==> src/hw/bus_pkg.sv <==
/* settings bus definitions: address and data widths, register count and
   the depth of the command queue in front of the bus */
package bus_pkg;

    // settings bus widths
    typedef logic [7:0]  addr_t;
    typedef logic [31:0] word_t;

    // register bank
    localparam int NUM_REGS     = 16;

    // low address bits that pick one register
    localparam int REG_SEL_BITS = 4;

    // commands queued between parser and executor
    localparam int CMD_DEPTH    = 4;

endpackage

==> src/hw/ctrl_pkg.sv <==
/* packet level definitions shared by the command parser and the ack writer:
   stream line layout, VITA header flags, command header fields and ack constants */
package ctrl_pkg;

    // one 36-bit stream line and a VITA time
    typedef logic [35:0] line_t;
    typedef logic [63:0] ticks_t;

    // line flags
    localparam int LINE_SOP = 32;
    localparam int LINE_EOP = 33;

    // VITA header flags
    localparam int HDR_SID_BIT = 28;
    localparam int HDR_CID_BIT = 27;
    localparam int HDR_TSI_HI  = 23;
    localparam int HDR_TSI_LO  = 22;
    localparam int HDR_TSF_HI  = 21;
    localparam int HDR_TSF_LO  = 20;

    // command header fields
    localparam int CMD_ADDR_HI  = 7;
    localparam int CMD_ADDR_LO  = 0;
    localparam int CMD_POKE_BIT = 8;
    localparam int CMD_SEQ_HI   = 19;
    localparam int CMD_SEQ_LO   = 16;

    // ---------------------------- ack packet
    localparam logic [31:0] ACK_SID        = 32'h0000_00a5;
    localparam logic [1:0]  PROT_DEST      = 2'd2;
    localparam logic [15:0] ACK_BYTES      = 16'd24;
    localparam logic [11:0] ACK_VRT_PREFIX = 12'b0101_0000_0001;
    localparam logic [15:0] ACK_VRT_WORDS  = 16'd6;
    localparam int          ACK_LINES      = 7;

endpackage
==> src/hw/cmd_if.sv <==
`timescale 1ns/10ps
/* one command entry with valid/ready handshake, used between parser, FIFO and executor */
interface cmd_if;

    ctrl_pkg::ticks_t ticks;
    bus_pkg::word_t   hdr;
    bus_pkg::word_t   data;
    logic             has_time;
    logic             valid;
    logic             ready;

    // source holds its fields while valid is high and ready is low
    modport source (output ticks, hdr, data, has_time, valid, input ready);
    modport sink   (input ticks, hdr, data, has_time, valid, output ready);

endinterface

==> src/hw/settings_ctrl_top.sv <==
`timescale 1ns/10ps
/* packet controlled settings register bank: command packets in, ack packets out,
   register contents visible on reg_values */
module settings_ctrl_top (
    input  logic                                   clock,
    input  logic                                   reset,
    input  logic                                   clear,
    input  ctrl_pkg::ticks_t                       vita_time,
    input  ctrl_pkg::line_t                        in_data,
    input  logic                                   in_valid,
    output logic                                   in_ready,
    output ctrl_pkg::line_t                        out_data,
    output logic                                   out_valid,
    input  logic                                   out_ready,
    output bus_pkg::word_t [bus_pkg::NUM_REGS-1:0] reg_values
);
    import bus_pkg::*;

    logic  set_strobe;
    addr_t set_addr;
    word_t set_data;

    cmd_if cmd_in ();
    cmd_if cmd_out ();

    // ---------------------------- command path
    cmd_parser u_parser (
        .clock    (clock),
        .reset    (reset),
        .in_data  (in_data),
        .in_valid (in_valid),
        .in_ready (in_ready),
        .cmd      (cmd_in.source)
    );

    cmd_fifo u_fifo (
        .clock (clock),
        .reset (reset),
        .clear (clear),
        .push  (cmd_in.sink),
        .pop   (cmd_out.source)
    );

    cmd_executor u_executor (
        .clock      (clock),
        .reset      (reset),
        .clear      (clear),
        .vita_time  (vita_time),
        .cmd        (cmd_out.sink),
        .strobe     (set_strobe),
        .addr       (set_addr),
        .data       (set_data),
        .reg_values (reg_values),
        .out_data   (out_data),
        .out_valid  (out_valid),
        .out_ready  (out_ready)
    );

    // ---------------------------- register bank
    for (genvar i = 0; i < NUM_REGS; i++) begin : g_regs
        setting_reg #(.INDEX(i)) u_reg (
            .clock  (clock),
            .reset  (reset),
            .strobe (set_strobe),
            .addr   (set_addr),
            .data   (set_data),
            .value  (reg_values[i])
        );
    end

endmodule

==> src/hw/setting_reg.sv <==
`timescale 1ns/10ps
/* one 32-bit setting register on the settings bus, selected by the low address bits */
module setting_reg #(
    parameter int INDEX = 0
) (
    input  logic           clock,
    input  logic           reset,
    input  logic           strobe,
    input  bus_pkg::addr_t addr,
    input  bus_pkg::word_t data,
    output bus_pkg::word_t value
);
    import bus_pkg::*;

    // upper address bits are ignored
    always_ff @(posedge clock) begin
        if (reset) begin
            value <= '0;
        end else if (strobe && (addr[REG_SEL_BITS-1:0] == REG_SEL_BITS'(INDEX))) begin
            value <= data;
        end
    end

endmodule

==> src/hw/cmd_executor.sv <==
`timescale 1ns/10ps
/* output side: takes one queued command, waits for its time if it has one,
   pokes or peeks the settings bus and writes a seven line ack packet */
module cmd_executor (
    input  logic                                   clock,
    input  logic                                   reset,
    input  logic                                   clear,
    input  ctrl_pkg::ticks_t                       vita_time,
    cmd_if.sink                                    cmd,
    output logic                                   strobe,
    output bus_pkg::addr_t                         addr,
    output bus_pkg::word_t                         data,
    input  bus_pkg::word_t [bus_pkg::NUM_REGS-1:0] reg_values,
    output ctrl_pkg::line_t                        out_data,
    output logic                                   out_valid,
    input  logic                                   out_ready
);
    import ctrl_pkg::*;
    import bus_pkg::*;

    typedef enum logic [1:0] {LOAD, WAIT_TIME, ACTION, SEND} state_t;
    typedef enum logic [2:0] {
        L_PROT, L_VRT_HDR, L_SID, L_TIME_HI, L_TIME_LO, L_CMD_HDR, L_READBACK
    } ack_line_t;

    state_t    state;
    ack_line_t line_idx;
    ticks_t    ticks_reg;
    word_t     hdr_reg;
    word_t     data_reg;
    word_t     rb_data;
    ticks_t    rb_time;
    word_t     payload;
    logic      strobe_reg;
    logic      writing;
    logic      last_line;

    assign cmd.ready = (state == LOAD);
    assign out_valid = (state == SEND);
    assign writing   = out_valid && out_ready;
    assign last_line = (line_idx == ack_line_t'(ACK_LINES - 1));

    // settings bus
    assign strobe = strobe_reg;
    assign addr   = hdr_reg[CMD_ADDR_HI:CMD_ADDR_LO];
    assign data   = data_reg;

    // ---------------------------- control
    always_ff @(posedge clock) begin
        if (reset) begin
            state    <= LOAD;
            line_idx <= L_PROT;
        end else begin
            unique case (state)
                LOAD: if (cmd.valid) state <= cmd.has_time ? WAIT_TIME : ACTION;
                WAIT_TIME: begin
                    // a late command goes straight through
                    if (clear) state <= LOAD;
                    else if (vita_time >= ticks_reg) state <= ACTION;
                end
                ACTION: begin
                    state    <= SEND;
                    line_idx <= L_PROT;
                end
                SEND: begin
                    if (writing) begin
                        if (last_line) state <= LOAD;
                        else line_idx <= ack_line_t'(line_idx + 1'b1);
                    end
                end
                default: state <= LOAD;
            endcase
        end
    end

    // one strobe cycle right after the action, pokes only
    always_ff @(posedge clock) begin
        if (reset) strobe_reg <= 1'b0;
        else strobe_reg <= (state == ACTION) && hdr_reg[CMD_POKE_BIT];
    end

    // command fields and readback snapshot
    always_ff @(posedge clock) begin
        if (cmd.valid && cmd.ready) begin
            ticks_reg <= cmd.ticks;
            hdr_reg   <= cmd.hdr;
            data_reg  <= cmd.data;
        end
        if (state == ACTION) begin
            rb_data <= reg_values[hdr_reg[REG_SEL_BITS-1:0]];
            rb_time <= vita_time;
        end
    end

    // ---------------------------- ack lines
    always_comb begin
        unique case (line_idx)
            L_PROT:     payload = {13'd0, PROT_DEST, 1'b1, ACK_BYTES};
            L_VRT_HDR:  payload = {ACK_VRT_PREFIX, hdr_reg[CMD_SEQ_HI:CMD_SEQ_LO], ACK_VRT_WORDS};
            L_SID:      payload = ACK_SID;
            L_TIME_HI:  payload = rb_time[63:32];
            L_TIME_LO:  payload = rb_time[31:0];
            L_CMD_HDR:  payload = hdr_reg;
            L_READBACK: payload = rb_data;
            default:    payload = '0;
        endcase
    end

    always_comb begin
        out_data           = '0;
        out_data[31:0]     = payload;
        out_data[LINE_SOP] = (line_idx == L_PROT);
        out_data[LINE_EOP] = last_line;
    end

endmodule

==> src/hw/cmd_parser.sv <==
`timescale 1ns/10ps
/* input side: walks one command packet line by line, keeps the fields it needs
   and offers the finished command entry to the queue */
module cmd_parser (
    input  logic            clock,
    input  logic            reset,
    input  ctrl_pkg::line_t in_data,
    input  logic            in_valid,
    output logic            in_ready,
    cmd_if.source           cmd
);
    import ctrl_pkg::*;
    import bus_pkg::*;

    typedef enum logic [3:0] {
        READ_LINE0, VITA_HDR, VITA_SID, VITA_CID0, VITA_CID1, VITA_TSI,
        VITA_TSF0, VITA_TSF1, READ_HDR, READ_DATA, WAIT_EOF, STORE
    } state_t;

    state_t state;
    logic   reading;
    logic   has_sid;
    logic   has_cid;
    logic   has_tsi;
    logic   has_tsf;
    logic   cid_reg;
    logic   tsi_reg;
    logic   tsf_reg;
    ticks_t ticks_reg;
    word_t  hdr_reg;
    word_t  data_reg;

    // first optional field still to come, else the command header
    function automatic state_t next_field(input logic sid, input logic cid,
                                          input logic tsi, input logic tsf);
        if (sid) return VITA_SID;
        if (cid) return VITA_CID0;
        if (tsi) return VITA_TSI;
        if (tsf) return VITA_TSF0;
        return READ_HDR;
    endfunction

    assign reading  = in_valid && in_ready;
    assign in_ready = (state != STORE);

    // flags as seen on the VITA header line
    assign has_sid = in_data[HDR_SID_BIT];
    assign has_cid = in_data[HDR_CID_BIT];
    assign has_tsi = |in_data[HDR_TSI_HI:HDR_TSI_LO];
    assign has_tsf = |in_data[HDR_TSF_HI:HDR_TSF_LO];

    assign cmd.valid    = (state == STORE);
    assign cmd.ticks    = ticks_reg;
    assign cmd.hdr      = hdr_reg;
    assign cmd.data     = data_reg;
    assign cmd.has_time = tsf_reg;

    // ----------------------------
    always_ff @(posedge clock) begin
        if (reset) begin
            state   <= READ_LINE0;
            cid_reg <= 1'b0;
            tsi_reg <= 1'b0;
            tsf_reg <= 1'b0;
        end else begin
            unique case (state)
                READ_LINE0: if (reading) state <= VITA_HDR;
                VITA_HDR: begin
                    if (reading) begin
                        state   <= next_field(has_sid, has_cid, has_tsi, has_tsf);
                        cid_reg <= has_cid;
                        tsi_reg <= has_tsi;
                        tsf_reg <= has_tsf;
                    end
                end
                VITA_SID: if (reading) state <= next_field(1'b0, cid_reg, tsi_reg, tsf_reg);
                VITA_CID0: if (reading) state <= VITA_CID1;
                VITA_CID1: if (reading) state <= next_field(1'b0, 1'b0, tsi_reg, tsf_reg);
                VITA_TSI: if (reading) state <= next_field(1'b0, 1'b0, 1'b0, tsf_reg);
                VITA_TSF0: if (reading) state <= VITA_TSF1;
                VITA_TSF1: if (reading) state <= READ_HDR;
                READ_HDR: if (reading) state <= READ_DATA;
                // data word may already close the packet
                READ_DATA: if (reading) state <= in_data[LINE_EOP] ? STORE : WAIT_EOF;
                WAIT_EOF: if (reading && in_data[LINE_EOP]) state <= STORE;
                STORE: if (cmd.ready) state <= READ_LINE0;
                default: state <= READ_LINE0;
            endcase
        end
    end

    // payload capture
    always_ff @(posedge clock) begin
        if (reading) begin
            if (state == VITA_TSF0) ticks_reg[63:32] <= in_data[31:0];
            if (state == VITA_TSF1) ticks_reg[31:0] <= in_data[31:0];
            if (state == READ_HDR) hdr_reg <= in_data[31:0];
            if (state == READ_DATA) data_reg <= in_data[31:0];
        end
    end

endmodule

==> src/hw/cmd_fifo.sv <==
`timescale 1ns/10ps
/* command queue between parser and executor; an entry is visible on the pop side
   the cycle after it is pushed, and clear drops everything queued */
module cmd_fifo #(
    parameter int DEPTH = bus_pkg::CMD_DEPTH
) (
    input  logic  clock,
    input  logic  reset,
    input  logic  clear,
    cmd_if.sink   push,
    cmd_if.source pop
);
    import ctrl_pkg::*;
    import bus_pkg::*;

    localparam int PTR_W = (DEPTH > 1) ? $clog2(DEPTH) : 1;
    localparam int CNT_W = $clog2(DEPTH + 1);

    ticks_t           ticks_mem [DEPTH];
    word_t            hdr_mem   [DEPTH];
    word_t            data_mem  [DEPTH];
    logic             time_mem  [DEPTH];
    logic [PTR_W-1:0] wr_ptr;
    logic [PTR_W-1:0] rd_ptr;
    logic [CNT_W-1:0] count;
    logic             do_push;
    logic             do_pop;

    // wrap also for depths that are not a power of two
    function automatic logic [PTR_W-1:0] bump(input logic [PTR_W-1:0] ptr);
        return (ptr == PTR_W'(DEPTH - 1)) ? '0 : ptr + 1'b1;
    endfunction

    assign push.ready = (count != CNT_W'(DEPTH));
    assign pop.valid  = (count != '0);
    assign do_push    = push.valid && push.ready;
    assign do_pop     = pop.valid && pop.ready;

    assign pop.ticks    = ticks_mem[rd_ptr];
    assign pop.hdr      = hdr_mem[rd_ptr];
    assign pop.data     = data_mem[rd_ptr];
    assign pop.has_time = time_mem[rd_ptr];

    always_ff @(posedge clock) begin
        if (do_push) begin
            ticks_mem[wr_ptr] <= push.ticks;
            hdr_mem[wr_ptr]   <= push.hdr;
            data_mem[wr_ptr]  <= push.data;
            time_mem[wr_ptr]  <= push.has_time;
        end
    end

    always_ff @(posedge clock) begin
        if (reset || clear) begin
            wr_ptr <= '0;
            rd_ptr <= '0;
            count  <= '0;
        end else begin
            if (do_push) wr_ptr <= bump(wr_ptr);
            if (do_pop) rd_ptr <= bump(rd_ptr);
            if (do_push && !do_pop) count <= count + 1'b1;
            else if (do_pop && !do_push) count <= count - 1'b1;
        end
    end

endmodule

==> config.mk <==
export PLATFORM = sky130hd
export DESIGN_NAME = settings_ctrl_top
export DESIGN_NICKNAME = d
export VERILOG_FILES = /design/src/hw/bus_pkg.sv /design/src/hw/ctrl_pkg.sv /design/src/hw/cmd_if.sv /design/src/hw/settings_ctrl_top.sv /design/src/hw/setting_reg.sv /design/src/hw/cmd_executor.sv /design/src/hw/cmd_parser.sv /design/src/hw/cmd_fifo.sv
export SDC_FILE = /design/constraint.sdc
export NUM_CORES = 2
export LEC_CHECK = 0
export ABC_CLOCK_PERIOD_IN_PS = 5900
export CELL_PAD_IN_SITES_DETAIL_PLACEMENT = 1
export CELL_PAD_IN_SITES_GLOBAL_PLACEMENT = 1
export CORE_MARGIN = 10
export CORE_UTILIZATION = 47
export CTS_CLUSTER_DIAMETER = 50
export DETAILED_ROUTE_END_ITERATION = 12
export DONT_BUFFER_PORTS = 1
export PLACE_DENSITY = 0.77
export SLEW_MARGIN = 10
export SYNTH_ARGS = -nofsm -noshare
export SYNTH_HDL_FRONTEND = slang
export SYNTH_SLANG_ARGS = --single-unit
==> constraint.sdc <==
create_clock -name clock -period 5.9 [get_ports clock]
set_clock_uncertainty 0.2 [all_clocks]
set_input_delay 0.295 -clock clock [delete_from_list [all_inputs] [get_ports clock]]
set_output_delay 0.295 -clock clock [all_outputs]
set_load 0.1 [all_outputs]
==> results.toml <==
[clock_network]
clk_latency_ns = 0.78
tritoncts = "done"
cts_setup_buffers = 0
cts_resized = 0
clock-sinks = 1402
cts-root-buf = "clkbuf_16"
clk_pin_slew_ns = 0.07
clockBufferDepth = 3
cts-buffers-inserted = 157
htree_levels = 4

[route]
drt-vias-per-instance = 6.19
num_vias = 37700
wire_per_inst_um = 33.9
drcViolationCount = 0
dr.pass1.iters = 6
finalWirelength_um = 206000
drtAntennaViolNets = 0
drtIter0Drc = 4173

[yosys]
synth_area_leaders = "edfxtp_1 48%, dfxtp_1 20%, mux4_2 12%"
synth_top_family_by_area = "multiplexers"
synth_area_leader_cell = "edfxtp_1"
syn_area_per_cell_um2 = 13.4
synth-edff-count = 868
synthMuxAreaShare = 0.121
yosysWarnings = 0
syn-instance-count = 4066
synth-simple-area-share = 0.0902
synth-seq-cells = 1402
synth_top_area_frac = 0.479
yosysSeqAreaShare = 0.675
synth_compound_area_frac = 0.0667
netlist_area_mm2 = 0.0545
yosys_most_used_dff = "edfxtp_1"
yosysUniqueCellTypes = 66
synth_async_sr_flop_share = 0
synth_fa_ha_area_frac = 0.0176
synth-xor-area-share = 0.000483

[power]
powerDensity_mw_per_mm2 = 329
swShare = 0.229
p_clk_frac = 0.463
ir_drop_mv = 0.281
pwr-share-seq = 0.498
switchingPower_mw = 4.95
comb_power_share = 0.039
internal_power_mw = 16.7
leakagePower_nw = 22.2

[timing]
rsz0062_at_grt = "false"
setup_viol = 0
slew_violations = 0
slew_headroom = 0.171
tns_ns = 0
hold_violations = 0
worst_pin_slew_ns = 1.24
period_minus_slack_ns = 4.53
fmax_mhz = 221
period_share = 0.767

[worst_setup_path]
crit_path_max_fanout = 29
start_kind = "flop"
criticalPathCategory = "reg2out"
crit_chain = "inv_1 > ha_1 > nand2_1 > inv_2 > buf_4 > a22oi_1 > nand2_1"
cpPeakStageDelay_ns = 0.94
slowest_stage = "nand2_1"
setup.worst_path.end_class = "primary output"
required_ns = 5.41
cp_common_cell = "nand2_1"
arrival_ns = 4.03

[place]
place_congestion = 0.918
io_buffers = 0
post-dp-hpwl_um = 126000
place_area_mm2 = 0.0559

[cells_and_area]
area_growth_pct = 20.6
largest_register_ffs = 512
fin_nets = 4612
final_common_cell = "nand2_1"
regMostFlops = "g_regs.u_reg.value"
drive_gt1_frac = 0.145
most-common-layout-cells = "1086 x nand2_1, 868 x edfxtp_1, 548 x a21oi_1"
stdcell_area_mm2 = 0.0657
largestRegisters = "g_regs.u_reg.value: 512 flops, u_fifo.ticks_mem: 256 flops"

[grt]
antenna_found_initial = 27
first_global_vias = 39100
grt_pass1_wl_um = 293000
grt_overflow = 0
grt_start_max_net_pins = 319
grt_usage = 0.308

[outcome]
status = "completed"

[die]
die_y_um = 360
initial_core_util = 0.475
dieWidth_um = 360
io_pins = 655
core.rowCount = 124
die_area_mm2 = 0.130
core_area_mm2 = 0.115

[worst_hold_path]
worstHoldPathType = "in2reg"

[job]
maxCapViolCount = 0
==> synth_stat cells (4+ instances only) <==
cell type and instances:
nand2b_1 7, inv_1 76, a22oi_1 49, nor3_1 8
a21oi_1 548, edfxtp_1 868, mux4_2 289, nand4_1 10
a221oi_1 6, o31ai_1 4, and2_1 7, nand2_1 1090
nor2b_1 9, a21o_1 10, o21ai_0 26, nor2_1 47
buf_1 14, dfxtp_1 534, clkbuf_1 206, buf_2 86
ha_1 75, nand3_1 23, mux2i_1 7
==> stage by stage <==
step                       util  instances  setup WS [ns]  hold slack (ns)  power, mW
after floorplan               -       4067          0.242            0.194       11.4
after detailed placement  0.487       5340           2.28            0.194       11.6
after CTS                 0.572       6071           1.45         0.000200       21.6
final                     0.573       6083           1.37           0.0510       21.6
after global routing      0.573       6080           1.21           0.0142       22.2
after global placement    0.487       5340           2.32            0.194       11.5
==> final timing paths <==
check / start / endpoint / slack, ns / depth (start not counted)
min reg2reg: u_parser.cmd.ticks[7] / u_fifo.ticks_mem[0][7] / 0.28 / 0
max: u_executor.line_idx[0] / out_data[29] / 1.37 / 7
min: vita_time[6] / u_executor.rb_time[6] / 0.05 / 1
max reg2reg: u_executor.hdr_reg[1] / g_regs[14].u_reg.value[8] / 1.83 / 7
==> routing by layer <==
layer / part of all wire / GRT usage / up-vias
li1: - / - / 15500
met1: 0.35 / 0.359 / 19400
met5: 0.00063 / 0 / -
met4: 0.063 / 0.168 / 18
met2: 0.48 / 0.505 / 2198
met3: 0.11 / 0.0996 / 574
==> logic make-up after synthesis <==
| family | after synthesis |
|---|---|
| mux | 296 |
| other cells | 1 |
| xor+xnor | 3 |
| fa+ha+maj | 76 |
| buf+inv | 387 |
| compound gates | 669 |
| simple gates | 1232 |
| flops | 1402 |
==> cell type report <==
cell class              count  area [um2]
multi-input cells        2278       16300
diodes                     10        25.0
flip-flops and latches   1402       36800
well taps                1512        1890
repair buffers            516        5160
clock inverters            82         966
fillers                 11000       49000
clock buffers             207        4290
inverters                  76         290
==> timing repair <==
action,in CTS,in global routing
hold buffers,442,1
endpoints found under the hold margin,732,25
setup endpoints to repair,0,0
==> power groups by stage <==
stage	Sequential, mW	Combinational (mW)	Clock, mW
floorplan	10.8	0.552	0
global placement	11.0	0.591	0
detailed placement	11.0	0.613	0
CTS	10.8	0.815	10.0
global route	10.8	0.888	10.5
finish	10.8	0.838	10.0
==> critical path, delay by kind of cell, from the launching register on <==
kind	cells	cell delay, ns
AND/OR/NAND/NOR	2	1.09
buffers and inverters	3	1.31
flip-flops	1	0.37
adder cells (fa/ha/maj)	1	0.31
AO/OA/AOI/OAI	1	0.15
No activity file was read; power rests on OpenSTA's default activity.
